`src/include/rv_decode_macros.svh`:
```
// ----------------------------------------
// Configuration macros for the RV32 decode stage
// Data and register index widths, reset vector, PC step
// and the extension enables
// ----------------------------------------

`ifndef RV_DECODE_MACROS_SVH
`define RV_DECODE_MACROS_SVH

// Data and address width
`define RV_XLEN 32

// Register index width, 32 integer registers
`define RV_REGADDR_W 5

// First instruction fetched after reset
`define RV_RESET_VECTOR 32'h0000_0040

// Every instruction is 32 bits wide, so the PC always steps by 4
`define RV_INSTR_STEP 4

// Extension enables, 1 to decode and 0 to treat as illegal
`define RV_HAVE_M 1
`define RV_HAVE_CSR 1

`endif

```
`src/hw/rv_decode_pkg.sv`:
```
// ----------------------------------------
// Decode stage package
// Instruction format views as a packed union
// Execute control enums
// ----------------------------------------

package rv_decode_pkg;

	// ----------------------------------------
	// Instruction formats

	typedef struct packed {
		logic [6:0] funct7;
		logic [4:0] rs2;
		logic [4:0] rs1;
		logic [2:0] funct3;
		logic [4:0] rd;
		logic [6:0] opcode;
	} r_fmt_t;

	typedef struct packed {
		logic [11:0] imm12;
		logic [4:0]  rs1;
		logic [2:0]  funct3;
		logic [4:0]  rd;
		logic [6:0]  opcode;
	} i_fmt_t;

	// B-type shares this layout, only the immediate bits are shuffled
	typedef struct packed {
		logic [6:0] imm_hi;
		logic [4:0] rs2;
		logic [4:0] rs1;
		logic [2:0] funct3;
		logic [4:0] imm_lo;
		logic [6:0] opcode;
	} s_fmt_t;

	// J-type shares this layout
	typedef struct packed {
		logic [19:0] imm20;
		logic [4:0]  rd;
		logic [6:0]  opcode;
	} u_fmt_t;

	typedef union packed {
		r_fmt_t r;
		i_fmt_t i;
		s_fmt_t s;
		u_fmt_t u;
	} instr_u;

	// ----------------------------------------
	// Execute controls

	typedef enum logic [3:0] {
		ALUOP_ADD, ALUOP_SUB, ALUOP_LT, ALUOP_LTU, ALUOP_XOR, ALUOP_OR,
		ALUOP_AND, ALUOP_SLL, ALUOP_SRL, ALUOP_SRA, ALUOP_MULDIV
	} aluop_e;

	typedef enum logic {ALUSRCA_RS1, ALUSRCA_PC} alusrc_a_e;
	typedef enum logic {ALUSRCB_RS2, ALUSRCB_IMM} alusrc_b_e;

	typedef enum logic [3:0] {
		MEMOP_NONE, MEMOP_LB, MEMOP_LH, MEMOP_LW, MEMOP_LBU,
		MEMOP_LHU, MEMOP_SB, MEMOP_SH, MEMOP_SW
	} memop_e;

	// Order matches funct3 of the M extension
	typedef enum logic [2:0] {
		M_OP_MUL, M_OP_MULH, M_OP_MULHSU, M_OP_MULHU,
		M_OP_DIV, M_OP_DIVU, M_OP_REM, M_OP_REMU
	} mulop_e;

	typedef enum logic [1:0] {BCOND_NEVER, BCOND_ZERO, BCOND_NZERO, BCOND_ALWAYS} bcond_e;
	typedef enum logic [1:0] {CSR_WTYPE_W, CSR_WTYPE_S, CSR_WTYPE_C} csr_wtype_e;

	typedef enum logic [2:0] {
		EXCEPT_NONE, EXCEPT_ECALL, EXCEPT_EBREAK, EXCEPT_MRET,
		EXCEPT_INSTR_FAULT, EXCEPT_INSTR_ILLEGAL
	} except_e;

endpackage

```
`src/hw/rv_imm_if.sv`:
```
// ----------------------------------------
// Immediate bundle between the immediate
// generator and the instruction decoder
// ----------------------------------------

`include "rv_decode_macros.svh"

interface rv_imm_if;

	logic [`RV_XLEN-1:0] imm_i;
	logic [`RV_XLEN-1:0] imm_s;
	logic [`RV_XLEN-1:0] imm_b;
	logic [`RV_XLEN-1:0] imm_u;
	logic [`RV_XLEN-1:0] imm_j;

	modport producer (output imm_i, imm_s, imm_b, imm_u, imm_j);

	// The J immediate only feeds the jump offset inside the generator
	modport consumer (input imm_i, imm_s, imm_b, imm_u);

endinterface

```
`src/hw/rv_imm_gen.sv`:
```
// ----------------------------------------
// Immediate generator
// Builds the I, S, B, U and J immediates and
// picks the jump offset for the fetch side
// ----------------------------------------

`include "rv_decode_macros.svh"

module rv_imm_gen (
	input  rv_decode_pkg::instr_u  instr_i,
	rv_imm_if.producer             imm,
	output logic [`RV_XLEN-1:0]    jump_offs_o
);
	import rv_decode_pkg::*;

	// Bit 31 of the word is the sign bit in every format
	assign imm.imm_i = {{20{instr_i.i.imm12[11]}}, instr_i.i.imm12};
	assign imm.imm_s = {{20{instr_i.s.imm_hi[6]}}, instr_i.s.imm_hi, instr_i.s.imm_lo};
	assign imm.imm_u = {instr_i.u.imm20, 12'h000};

	// B and J scatter their offset bits, bit 0 is always zero
	assign imm.imm_b = {{20{instr_i.s.imm_hi[6]}}, instr_i.s.imm_lo[0],
		instr_i.s.imm_hi[5:0], instr_i.s.imm_lo[4:1], 1'b0};
	assign imm.imm_j = {{12{instr_i.u.imm20[19]}}, instr_i.u.imm20[7:0],
		instr_i.u.imm20[8], instr_i.u.imm20[18:9], 1'b0};

	// JAL 1101111, JALR 1100111, branches 1100011
	always_comb begin
		casez (instr_i.u.opcode[3:2])
			2'b1?:   jump_offs_o = imm.imm_j;
			2'b01:   jump_offs_o = imm.imm_i;
			default: jump_offs_o = imm.imm_b;
		endcase
	end

endmodule

```
`src/hw/rv_pc_ctrl.sv`:
```
// ----------------------------------------
// PC and CIR control
// Program counter register, starvation and bus
// fault flags, buffer use and the CIR lock
// ----------------------------------------

`include "rv_decode_macros.svh"

module rv_pc_ctrl (
	input  logic                clk,
	input  logic                rst_n,
	input  logic                cir_vld_i,
	input  logic                cir_err_i,
	input  logic                x_stall_i,
	input  logic                jump_now_i,
	input  logic [`RV_XLEN-1:0] jump_target_i,
	input  logic                jump_not_except_i,
	output logic                cir_use_o,
	output logic                cir_lock_o,
	output logic                starved_o,
	output logic                bus_fault_o,
	output logic                lock_prev_o,
	output logic [`RV_XLEN-1:0] pc_o
);

	localparam logic [`RV_XLEN-1:0] PC_STEP = `RV_INSTR_STEP;

	logic d_stall;
	logic assert_lock;
	logic jump_load;

	assign starved_o   = !cir_vld_i;
	assign bus_fault_o = cir_vld_i && cir_err_i;
	assign d_stall     = x_stall_i || starved_o;
	assign cir_use_o   = !d_stall;

	// ----------------------------------------
	// CIR lock

	// A jump accepted while decode is held must keep its word in the CIR,
	// otherwise fetch overwrites it and the link or recovery is lost
	assign assert_lock = jump_now_i && jump_not_except_i && d_stall;
	assign cir_lock_o  = (lock_prev_o && d_stall) || assert_lock;

	always_ff @(posedge clk or negedge rst_n) begin
		if (!rst_n) begin
			lock_prev_o <= 1'b0;
		end else begin
			lock_prev_o <= cir_lock_o;
		end
	end

	// ----------------------------------------
	// Program counter

	// The target is loaded either right away or at the edge where a lock releases
	assign jump_load = (jump_now_i && !assert_lock) || (lock_prev_o && !d_stall);

	always_ff @(posedge clk or negedge rst_n) begin
		if (!rst_n) begin
			pc_o <= `RV_RESET_VECTOR;
		end else if (jump_load) begin
			pc_o <= jump_target_i;
		end else if (!d_stall && !cir_lock_o) begin
			pc_o <= pc_o + PC_STEP;
		end
	end

	// ----------------------------------------
	// Assertions

	a_use_needs_valid: assert property (
		@(posedge clk) disable iff (!rst_n) cir_use_o |-> cir_vld_i);

	a_use_not_stalled: assert property (
		@(posedge clk) disable iff (!rst_n) cir_use_o |-> !x_stall_i);

	// A locked word keeps its PC until the lock is released
	a_lock_holds_pc: assert property (
		@(posedge clk) disable iff (!rst_n) cir_lock_o |=> $stable(pc_o));

endmodule

```
`src/hw/rv_instr_decoder.sv`:
```
// ----------------------------------------
// Instruction decoder
// Turns the CIR word into execute controls for
// RV32I, M and the CSR/system group, then
// squashes illegal, starved and faulted words
// ----------------------------------------

`include "rv_decode_macros.svh"

module rv_instr_decoder (
	input  rv_decode_pkg::instr_u       instr_i,
	rv_imm_if.consumer                  imm,
	input  logic                        starved_i,
	input  logic                        bus_fault_i,
	input  logic                        lock_prev_i,
	output logic [`RV_XLEN-1:0]         imm_o,
	output logic [`RV_REGADDR_W-1:0]    rs1_o,
	output logic [`RV_REGADDR_W-1:0]    rs2_o,
	output logic [`RV_REGADDR_W-1:0]    rd_o,
	output rv_decode_pkg::alusrc_a_e    alusrc_a_o,
	output rv_decode_pkg::alusrc_b_e    alusrc_b_o,
	output rv_decode_pkg::aluop_e       aluop_o,
	output rv_decode_pkg::memop_e       memop_o,
	output rv_decode_pkg::mulop_e       mulop_o,
	output logic                        csr_ren_o,
	output logic                        csr_wen_o,
	output rv_decode_pkg::csr_wtype_e   csr_wtype_o,
	output logic                        csr_w_imm_o,
	output rv_decode_pkg::bcond_e       branchcond_o,
	output logic                        jump_is_regoffs_o,
	output rv_decode_pkg::except_e      except_o,
	output logic                        wfi_o
);
	import rv_decode_pkg::*;

	localparam logic [`RV_REGADDR_W-1:0] X0 = '0;
	localparam logic [`RV_XLEN-1:0] LINK_STEP = `RV_INSTR_STEP;

	localparam logic [6:0] OPC_LUI      = 7'b0110111;
	localparam logic [6:0] OPC_AUIPC    = 7'b0010111;
	localparam logic [6:0] OPC_JAL      = 7'b1101111;
	localparam logic [6:0] OPC_JALR     = 7'b1100111;
	localparam logic [6:0] OPC_BRANCH   = 7'b1100011;
	localparam logic [6:0] OPC_LOAD     = 7'b0000011;
	localparam logic [6:0] OPC_STORE    = 7'b0100011;
	localparam logic [6:0] OPC_OP_IMM   = 7'b0010011;
	localparam logic [6:0] OPC_OP       = 7'b0110011;
	localparam logic [6:0] OPC_MISC_MEM = 7'b0001111;
	localparam logic [6:0] OPC_SYSTEM   = 7'b1110011;

	logic [6:0] opcode;
	logic [2:0] funct3;
	logic [6:0] funct7;
	logic       f7_zero;
	logic       f7_alt;
	logic       invalid;

	assign opcode  = instr_i.r.opcode;
	assign funct3  = instr_i.r.funct3;
	assign funct7  = instr_i.r.funct7;
	assign f7_zero = funct7 == 7'b0000000;
	assign f7_alt  = funct7 == 7'b0100000;

	// Shared ALU mapping of OP and OP-IMM, alt selects SUB and SRA
	function automatic aluop_e f3_aluop(input logic [2:0] f3, input logic alt);
		case (f3)
			3'b000:  f3_aluop = alt ? ALUOP_SUB : ALUOP_ADD;
			3'b001:  f3_aluop = ALUOP_SLL;
			3'b010:  f3_aluop = ALUOP_LT;
			3'b011:  f3_aluop = ALUOP_LTU;
			3'b100:  f3_aluop = ALUOP_XOR;
			3'b101:  f3_aluop = alt ? ALUOP_SRA : ALUOP_SRL;
			3'b110:  f3_aluop = ALUOP_OR;
			default: f3_aluop = ALUOP_AND;
		endcase
	endfunction

	always_comb begin
		rs1_o             = instr_i.r.rs1;
		rs2_o             = instr_i.r.rs2;
		rd_o              = instr_i.r.rd;
		imm_o             = imm.imm_i;
		alusrc_a_o        = ALUSRCA_RS1;
		alusrc_b_o        = ALUSRCB_RS2;
		aluop_o           = ALUOP_ADD;
		memop_o           = MEMOP_NONE;
		mulop_o           = M_OP_MUL;
		csr_ren_o         = 1'b0;
		csr_wen_o         = 1'b0;
		csr_wtype_o       = CSR_WTYPE_W;
		csr_w_imm_o       = 1'b0;
		branchcond_o      = BCOND_NEVER;
		jump_is_regoffs_o = 1'b0;
		except_o          = EXCEPT_NONE;
		wfi_o             = 1'b0;
		invalid           = 1'b0;

		case (opcode)
			OPC_LUI, OPC_AUIPC: begin
				imm_o      = imm.imm_u;
				alusrc_b_o = ALUSRCB_IMM;
				rs1_o      = X0;
				rs2_o      = X0;
				if (opcode == OPC_AUIPC)
					alusrc_a_o = ALUSRCA_PC;
			end
			// Both jumps compute the link address PC + 4 in the ALU
			OPC_JAL, OPC_JALR: begin
				branchcond_o = BCOND_ALWAYS;
				rs2_o        = X0;
				alusrc_a_o   = ALUSRCA_PC;
				alusrc_b_o   = ALUSRCB_IMM;
				imm_o        = LINK_STEP;
				if (opcode == OPC_JAL) begin
					rs1_o = X0;
				end else begin
					jump_is_regoffs_o = 1'b1;
					invalid           = funct3 != 3'b000;
				end
			end
			OPC_BRANCH: begin
				rd_o  = X0;
				imm_o = imm.imm_b;
				case (funct3[2:1])
					2'b00:   aluop_o = ALUOP_SUB;
					2'b10:   aluop_o = ALUOP_LT;
					2'b11:   aluop_o = ALUOP_LTU;
					default: invalid = 1'b1;
				endcase
				// BNE, BLT and BLTU take the branch on a non-zero result
				branchcond_o = (funct3[2] ^ funct3[0]) ? BCOND_NZERO : BCOND_ZERO;
			end
			OPC_LOAD: begin
				alusrc_b_o = ALUSRCB_IMM;
				rs2_o      = X0;
				case (funct3)
					3'b000:  memop_o = MEMOP_LB;
					3'b001:  memop_o = MEMOP_LH;
					3'b010:  memop_o = MEMOP_LW;
					3'b100:  memop_o = MEMOP_LBU;
					3'b101:  memop_o = MEMOP_LHU;
					default: invalid = 1'b1;
				endcase
			end
			OPC_STORE: begin
				imm_o      = imm.imm_s;
				alusrc_b_o = ALUSRCB_IMM;
				rd_o       = X0;
				case (funct3)
					3'b000:  memop_o = MEMOP_SB;
					3'b001:  memop_o = MEMOP_SH;
					3'b010:  memop_o = MEMOP_SW;
					default: invalid = 1'b1;
				endcase
			end
			OPC_OP_IMM: begin
				alusrc_b_o = ALUSRCB_IMM;
				rs2_o      = X0;
				aluop_o    = f3_aluop(funct3, funct3 == 3'b101 && funct7[5]);
				// Shift amounts only use the low five immediate bits
				if (funct3 == 3'b001)
					invalid = !f7_zero;
				else if (funct3 == 3'b101)
					invalid = !(f7_zero || f7_alt);
			end
			OPC_OP: begin
				if (funct7 == 7'b0000001) begin
					if (`RV_HAVE_M) begin
						aluop_o = ALUOP_MULDIV;
						mulop_o = mulop_e'(funct3);
					end else begin
						invalid = 1'b1;
					end
				end else begin
					aluop_o = f3_aluop(funct3, funct7[5]);
					invalid = !(f7_zero || (f7_alt && (funct3 == 3'b000 || funct3 == 3'b101)));
				end
			end
			// FENCE and FENCE.I have nothing to order here
			OPC_MISC_MEM: begin
				rd_o    = X0;
				invalid = funct3[2:1] != 2'b00;
			end
			OPC_SYSTEM: begin
				if (!`RV_HAVE_CSR) begin
					invalid = 1'b1;
				end else if (funct3 == 3'b000) begin
					rs1_o = X0;
					rs2_o = X0;
					rd_o  = X0;
					case (instr_i)
						32'h0000_0073: except_o = EXCEPT_ECALL;
						32'h0010_0073: except_o = EXCEPT_EBREAK;
						32'h3020_0073: except_o = EXCEPT_MRET;
						32'h1050_0073: wfi_o = 1'b1;
						default:       invalid = 1'b1;
					endcase
				end else begin
					// Set and clear with x0 (or zero uimm) only read the CSR
					csr_w_imm_o = funct3[2];
					csr_ren_o   = 1'b1;
					csr_wen_o   = |instr_i.r.rs1;
					case (funct3[1:0])
						2'b01: begin
							csr_wtype_o = CSR_WTYPE_W;
							csr_wen_o   = 1'b1;
							csr_ren_o   = |instr_i.r.rd;
						end
						2'b10:   csr_wtype_o = CSR_WTYPE_S;
						2'b11:   csr_wtype_o = CSR_WTYPE_C;
						default: invalid = 1'b1;
					endcase
				end
			end
			default: invalid = 1'b1;
		endcase

		// A squashed word must have no side effect besides its exception
		if (invalid || starved_i || bus_fault_i) begin
			rs1_o        = X0;
			rs2_o        = X0;
			rd_o         = X0;
			memop_o      = MEMOP_NONE;
			branchcond_o = BCOND_NEVER;
			csr_ren_o    = 1'b0;
			csr_wen_o    = 1'b0;
			wfi_o        = 1'b0;
			aluop_o      = ALUOP_ADD;
			except_o     = EXCEPT_NONE;
			if (bus_fault_i)
				except_o = EXCEPT_INSTR_FAULT;
			else if (invalid && !starved_i)
				except_o = EXCEPT_INSTR_ILLEGAL;
		end

		// The jump of a locked word was already taken
		if (lock_prev_i)
			branchcond_o = BCOND_NEVER;

		a_fault_no_memop: assert (except_o != EXCEPT_INSTR_FAULT || memop_o == MEMOP_NONE);
	end

endmodule

```
`src/hw/rv_decode_stage.sv`:
```
// ----------------------------------------
// Decode stage top level
// Immediate generator, PC/CIR control and the
// instruction decoder behind plain ports
// ----------------------------------------

`include "rv_decode_macros.svh"

module rv_decode_stage (
	input  logic                        clk,
	input  logic                        rst_n,
	input  logic [`RV_XLEN-1:0]         cir_i,
	input  logic                        cir_vld_i,
	input  logic                        cir_err_i,
	input  logic                        x_stall_i,
	input  logic                        jump_now_i,
	input  logic [`RV_XLEN-1:0]         jump_target_i,
	input  logic                        jump_not_except_i,
	output logic                        cir_use_o,
	output logic                        cir_lock_o,
	output logic                        starved_o,
	output logic [`RV_XLEN-1:0]         pc_o,
	output logic [`RV_XLEN-1:0]         imm_o,
	output logic [`RV_REGADDR_W-1:0]    rs1_o,
	output logic [`RV_REGADDR_W-1:0]    rs2_o,
	output logic [`RV_REGADDR_W-1:0]    rd_o,
	output rv_decode_pkg::alusrc_a_e    alusrc_a_o,
	output rv_decode_pkg::alusrc_b_e    alusrc_b_o,
	output rv_decode_pkg::aluop_e       aluop_o,
	output rv_decode_pkg::memop_e       memop_o,
	output rv_decode_pkg::mulop_e       mulop_o,
	output logic                        csr_ren_o,
	output logic                        csr_wen_o,
	output rv_decode_pkg::csr_wtype_e   csr_wtype_o,
	output logic                        csr_w_imm_o,
	output rv_decode_pkg::bcond_e       branchcond_o,
	output logic [`RV_XLEN-1:0]         jump_offs_o,
	output logic                        jump_is_regoffs_o,
	output rv_decode_pkg::except_e      except_o,
	output logic                        wfi_o
);
	import rv_decode_pkg::*;

	instr_u cir_word;
	logic   bus_fault;
	logic   lock_prev;

	rv_imm_if imm_bus ();

	assign cir_word = cir_i;

	rv_imm_gen imm_gen_inst (
		.instr_i     (cir_word),
		.imm         (imm_bus.producer),
		.jump_offs_o (jump_offs_o)
	);

	rv_pc_ctrl pc_ctrl_inst (
		.clk               (clk),
		.rst_n             (rst_n),
		.cir_vld_i         (cir_vld_i),
		.cir_err_i         (cir_err_i),
		.x_stall_i         (x_stall_i),
		.jump_now_i        (jump_now_i),
		.jump_target_i     (jump_target_i),
		.jump_not_except_i (jump_not_except_i),
		.cir_use_o         (cir_use_o),
		.cir_lock_o        (cir_lock_o),
		.starved_o         (starved_o),
		.bus_fault_o       (bus_fault),
		.lock_prev_o       (lock_prev),
		.pc_o              (pc_o)
	);

	rv_instr_decoder decoder_inst (
		.instr_i           (cir_word),
		.imm               (imm_bus.consumer),
		.starved_i         (starved_o),
		.bus_fault_i       (bus_fault),
		.lock_prev_i       (lock_prev),
		.imm_o             (imm_o),
		.rs1_o             (rs1_o),
		.rs2_o             (rs2_o),
		.rd_o              (rd_o),
		.alusrc_a_o        (alusrc_a_o),
		.alusrc_b_o        (alusrc_b_o),
		.aluop_o           (aluop_o),
		.memop_o           (memop_o),
		.mulop_o           (mulop_o),
		.csr_ren_o         (csr_ren_o),
		.csr_wen_o         (csr_wen_o),
		.csr_wtype_o       (csr_wtype_o),
		.csr_w_imm_o       (csr_w_imm_o),
		.branchcond_o      (branchcond_o),
		.jump_is_regoffs_o (jump_is_regoffs_o),
		.except_o          (except_o),
		.wfi_o             (wfi_o)
	);

endmodule

```
`config.mk`:
```
export PLATFORM = sky130hd
export DESIGN_NAME = rv_decode_stage
export DESIGN_NICKNAME = d
export VERILOG_FILES = /design/src/hw/rv_decode_pkg.sv /design/src/hw/rv_imm_if.sv /design/src/hw/rv_imm_gen.sv /design/src/hw/rv_pc_ctrl.sv /design/src/hw/rv_instr_decoder.sv /design/src/hw/rv_decode_stage.sv
export VERILOG_INCLUDE_DIRS = /design/src /design/src/include
export SDC_FILE = /design/constraint.sdc
export NUM_CORES = 1
export LEC_CHECK = 0
export ABC_AREA = 1
export ABC_CLOCK_PERIOD_IN_PS = 3000
export CAP_MARGIN = 20
export CELL_PAD_IN_SITES_DETAIL_PLACEMENT = 2
export CELL_PAD_IN_SITES_GLOBAL_PLACEMENT = 2
export CORE_ASPECT_RATIO = 0.7
export CORE_MARGIN = 2
export CORE_UTILIZATION = 32
export CTS_CLUSTER_DIAMETER = 100
export DETAILED_ROUTE_END_ITERATION = 7
export DONT_BUFFER_PORTS = 1
export PLACE_DENSITY_LB_ADDON = 0.1
export SLEW_MARGIN = 30
export SYNTH_ARGS = -nofsm -noshare
export SYNTH_HDL_FRONTEND = slang
export SYNTH_HIERARCHICAL = 1
export SYNTH_SLANG_ARGS = --single-unit
```
`constraint.sdc`:
```
create_clock -name clk -period 3 [get_ports clk]
set_input_delay 0.6 -clock clk [delete_from_list [all_inputs] [get_ports clk]]
set_output_delay 0.6 -clock clk [all_outputs]
set_load 0.02 [all_outputs]
```
* Word-level counts from Yosys, hierarchy flattened
Cells that the tools add are included.
** Operators by class
- Add/subtract/negate cells :: 1
- Equality and inequality tests :: 29
- Multiplexer cells :: 73
- Bitwise gates (word level) :: 1
- Reductions and logical operators :: 43
** Operators by type and width (number)
- $pmux 32 s4 :: 1
- $mux 32 :: 2
- $pmux 4 s7 :: 2
- $pmux 20 s2 :: 1
- $mux 5 :: 7
- $add 32x3->32 const B :: 1
- $eq 32x21->1 const B :: 1
- $eq 32x29->1 const B :: 1
- $eq 32x30->1 const B :: 1
- $eq 32x7->1 const B :: 1
- $mux 1 :: 32
- $eq 7x6->1 const B :: 4
- $eq 7x7->1 const B :: 4
- $pmux 4 s3 :: 2
- $mux 3 :: 7
- $pmux 5 s2 :: 2
- $pmux 3 s5 :: 1
- $pmux 5 s3 :: 1
- $reduce_or 5->1 :: 3
- $eq 7x5->1 const B :: 2
- $mux 4 :: 3
- $pmux 2 s3 :: 2
- $reduce_or 3->1 :: 4
- $logic_and 1x1->1 :: 10
- 25 further kinds :: 52
** Word-level totals
- Flip-flop bits (word level) :: 33
- Input port bits :: 71
- Output and inout port bits :: 139
- Word-level logic and storage cells :: 149

* Depth between registers and ports, before layout
- Depth in word-level cells :: 11
- Gate-level depth with buffers :: 13
- Gate-level depth less buffers :: 12

* Modules after synthesis
The synthesis kept the hierarchy.
** Modules (own cells, without submodules)
- rv_pc_ctrl :: times used 1, cells each 396, area an instance 2432.3 um2, seq. area each 827.0 um2
- rv_instr_decoder :: times used 1, cells each 441, area an instance 2019.4 um2, seq. area each 0.0 um2
- rv_imm_gen :: times used 1, cells each 217, area an instance 1510.2 um2, seq. area each 0.0 um2

* Least setup slack after synthesis
OpenSTA, ideal clock, no wires.
- Path kind :: input-to-output
- Start :: in cir_i[14]
- End :: out aluop_o[0]
- Arrival :: 2.066 ns
- Required time :: 2.400 ns
- Path slack :: 0.334 ns
- Stages :: 12
- Buffers on the path :: 2
- Cells stage by stage :: buf_2 -> inv_1 -> ha_1 -> inv_1 -> nand3_1 -> nand2_1 -> nor2_1 -> nand2_1 -> nor2_1 -> nand3_2 -> buf_2 -> nor2_1
** Between the ends
- Longest elaborated chain between the ends :: 10
- Elaborated cells on any way between the ends :: 45
- Classes of those cells :: eq/ne: 12; mux: 18; reduce/logical: 15
** Ends and longest elaborated chain
- from (decl) :: RTL line rv_decode_stage.sv:12 : input logic [`RV_XLEN-1:0] cir_i,
- branches (longest 9 deep; another with $eq 32x7->1)
- $mux 4 (*) :: RTL line rv_instr_decoder.sv:219 : if (invalid || starved_i || bus_fault_i) begin
- to (decl) :: RTL line rv_decode_stage.sv:29 : output rv_decode_pkg::aluop_e aluop_o,
Mark *: on every way between the ends.

* Worst setup path after layout
- Start :: in cir_i[1]
- End :: out rd_o[2]
** Between the ends
- Longest elaborated chain between the ends :: 8
- Elaborated cells on any way between the ends :: 27
- Classes of those cells :: eq/ne: 15; mux: 6; reduce/logical: 6
** Ends and longest elaborated chain
- $eq 32x7->1, or another cell as far along :: RTL line rv_instr_decoder.sv:191 : case (instr_i)
- $reduce_or 4->1 (no source line)
- $mux 1 :: RTL line rv_instr_decoder.sv:191
- $mux 1 :: RTL line rv_instr_decoder.sv:187 : end else if (funct3 == 3'b000) begin
- $pmux 1 s9 :: RTL line rv_instr_decoder.sv:98 : case (opcode)
- $logic_or 1x1->1 (2 in series) :: RTL line rv_instr_decoder.sv:219
- $mux 5 (*) :: RTL line rv_instr_decoder.sv:219
- to (decl) :: RTL line rv_decode_stage.sv:26 : output logic [`RV_REGADDR_W-1:0] rd_o,
Every way passes the cells marked *; elsewhere a longest branch is shown, timed or not.

==> metrics.csv <==
metric;value;unit
crit_chain;nand2_1 -> inv_2 -> nand2_4 -> nor2_2 -> inv_1 -> nor2_2 -> inv_1 -> o31ai_1 -> nand2_1 -> nor2_4;
grt_pass1_vias;6365;
grt_start_max_net_pins;80;
clock_latency;290;ps
timing.hold.ws;144.7;ps
start_util;0.3304;
core;17320;um2
nFillCells;2266;
place.gp.congestion;0.8888;
synth_warnings;6;
setup_viol;0;
cts_tree;yes;
drt_iter0_markers;296;
dp.cells;1140;
power_density;365.6;nW/um2
antenna_found_initial;0;
fp.dieH;115.9;um
maxSlewHeadroom;0.5280;
crit_path_end_kind;output pin;
slowest_delay;260;ps
avgSynthCellArea;5.599;um2
rsz0062_at_grt;false;
leakage;0.002596;uW
finalHoldViolations;0;
cts_sinks;33;
status;complete, no violations;
track_usage;0.2445;
syn_inst;1022;
ir_drop;0.1735;mV
fin_crit_sh;0.9432;
clock.fmax;353.4;MHz
seqCellArea;827.0;um2
antennaDiodeCount;0;
portBuffers;0;
vias_per_cell;5.178;
synth.cell_area;5722;um2
clkSlewWorstSetupHoldPaths;60;ps
ant_nets;0;
clock_skew;7.475;ps
wire_per_inst;20.24;um
period_minus_slack;2830;ps
layout.cells.non_filler;1149;
root_buffer;clkbuf_16;
htreeDepth;2;
fp.dieW;163.8;um
start_kind;input port;
fp-row-count;40;
final-max-slew-violation-count;0;
drc;0;
max_cap_violations;0;
numCtsBuffers;5;
critical_path.max_fanout;8;
hold_path.class;in -> async;
crit_required;2400;ps
grt_overflow;0;
io_pins;210;
crit_type;in -> out;
cp_slowest_cell;nor2_2;
syn_to_final_growth;-6.276;%
grt_pass1_wl;36.09;mm
multi_input_area;3353;um2
die_area;18980;um2
tightest_slew;702.1;ps
clockBufferDepth;2;
drt_wl_total;23.26;mm
layout.nets;995;
fin_tns_setup;0;ps
dpl.hpwl;18.32;mm
vias;5950;
cp.arrival;2230;ps
dr.pass1.iters;4;
layout-drive-gt1-share;0.1176;
[flip-flops by register name, indices dropped and copies added (netlist names)]
| name | cells |
|---|---|
| pc_ctrl_inst/lock_prev_o | 1 |
| pc_ctrl_inst/pc_o | 32 |
[placed cells by master, fill, tap and decap left out, types with 3 or more instances in the layout]
| master | instances |
|---|---|
| nand2_1 | 367 |
| nor2_1 | 140 |
| inv_1 | 83 |
| nand3_1 | 49 |
| buf_4 | 46 |
| nand4_1 | 40 |
| dfrtp_1 | 32 |
| o21ai_0 | 30 |
| nor2_4 | 17 |
| nor3_1 | 13 |
| conb_1 | 13 |
| nor2_2 | 10 |
| inv_2 | 9 |
| nand2_2 | 9 |
| ha_1 | 7 |
| a21oi_1 | 6 |
| clkbuf_16 | 5 |
| o211ai_1 | 5 |
| o22ai_1 | 5 |
| nand2_4 | 4 |
| o31ai_1 | 4 |
| buf_12 | 3 |
| a211oi_1 | 3 |
[what timing repair did]
action | in CTS | in global routing
hold endpoints to repair | 32 | 0
resized for setup | 0 | 1
hold buffers | 1 | 0
endpoints found under the setup margin | 0 | 4
setup buffers | 0 | 0
[critical path, delay by kind of cell]
kind	cells	cell delay [ps]
AO/OA/AOI/OAI	1	200
buffers and inverters	3	370
AND/OR/NAND/NOR	6	1040
[routing by layer]
layer  vias to the layer above  GRT usage  routed length, um
met2                       152     0.3734               9821
met4                         0    0.03392                227
met3                        16    0.05297               1554
met5                         -          0                  0
li1                       2822          -                  -
met1                      2960     0.3597              11660
[final timing paths]
path                                           from               endpoint  slack (ps)  cells past startpoint
setup / recovery                           cir_i[1]                rd_o[2]         170                     10
hold / removal                                rst_n   pc_ctrl_inst/pc_o[6]         140                      0
setup reg to reg               pc_ctrl_inst/pc_o[3]  pc_ctrl_inst/pc_o[30]         940                     10
hold reg to reg            pc_ctrl_inst/lock_prev_o   pc_ctrl_inst/pc_o[3]         640                      3
max in group asynchronous                     rst_n   pc_ctrl_inst/pc_o[7]        2660                      1
min in group clk                   jump_target_i[1]   pc_ctrl_inst/pc_o[1]         420                      2
[metrics by stage]
stage          power, uW  setup WS, ps  cell area (um2)    util
2_1_floorplan       1366         334.3             5767       -
3_3_place_gp        1393         250.4             5201  0.3004
3_5_place_dp        1431         177.4             5201  0.3004
4_1_cts             1981         163.8             5360  0.3095
5_1_grt             2092         19.42             5363  0.3097
6_report            1961         170.4             5363  0.3097
[cell type report]
| cell class | instances | share of cell area |
|---|---|---|
| repair buffers | 49 | 0.07560 |
| multi-input cells | 735 | 0.6253 |
| inverters | 93 | 0.06510 |
| clock inverters | 2 | 0.001867 |
| flip-flops and latches | 33 | 0.1542 |
| well taps | 231 | 0.05390 |
| clock buffers | 6 | 0.02403 |
[power by group]
part	internal, uW	total [uW]	switching, uW	leakage (uW)
clock network	305	524	219	0.0000706
registers	527	785	257	0.000390
logic	188	652	463	0.00214
Power figures use the tool's default switching activity.
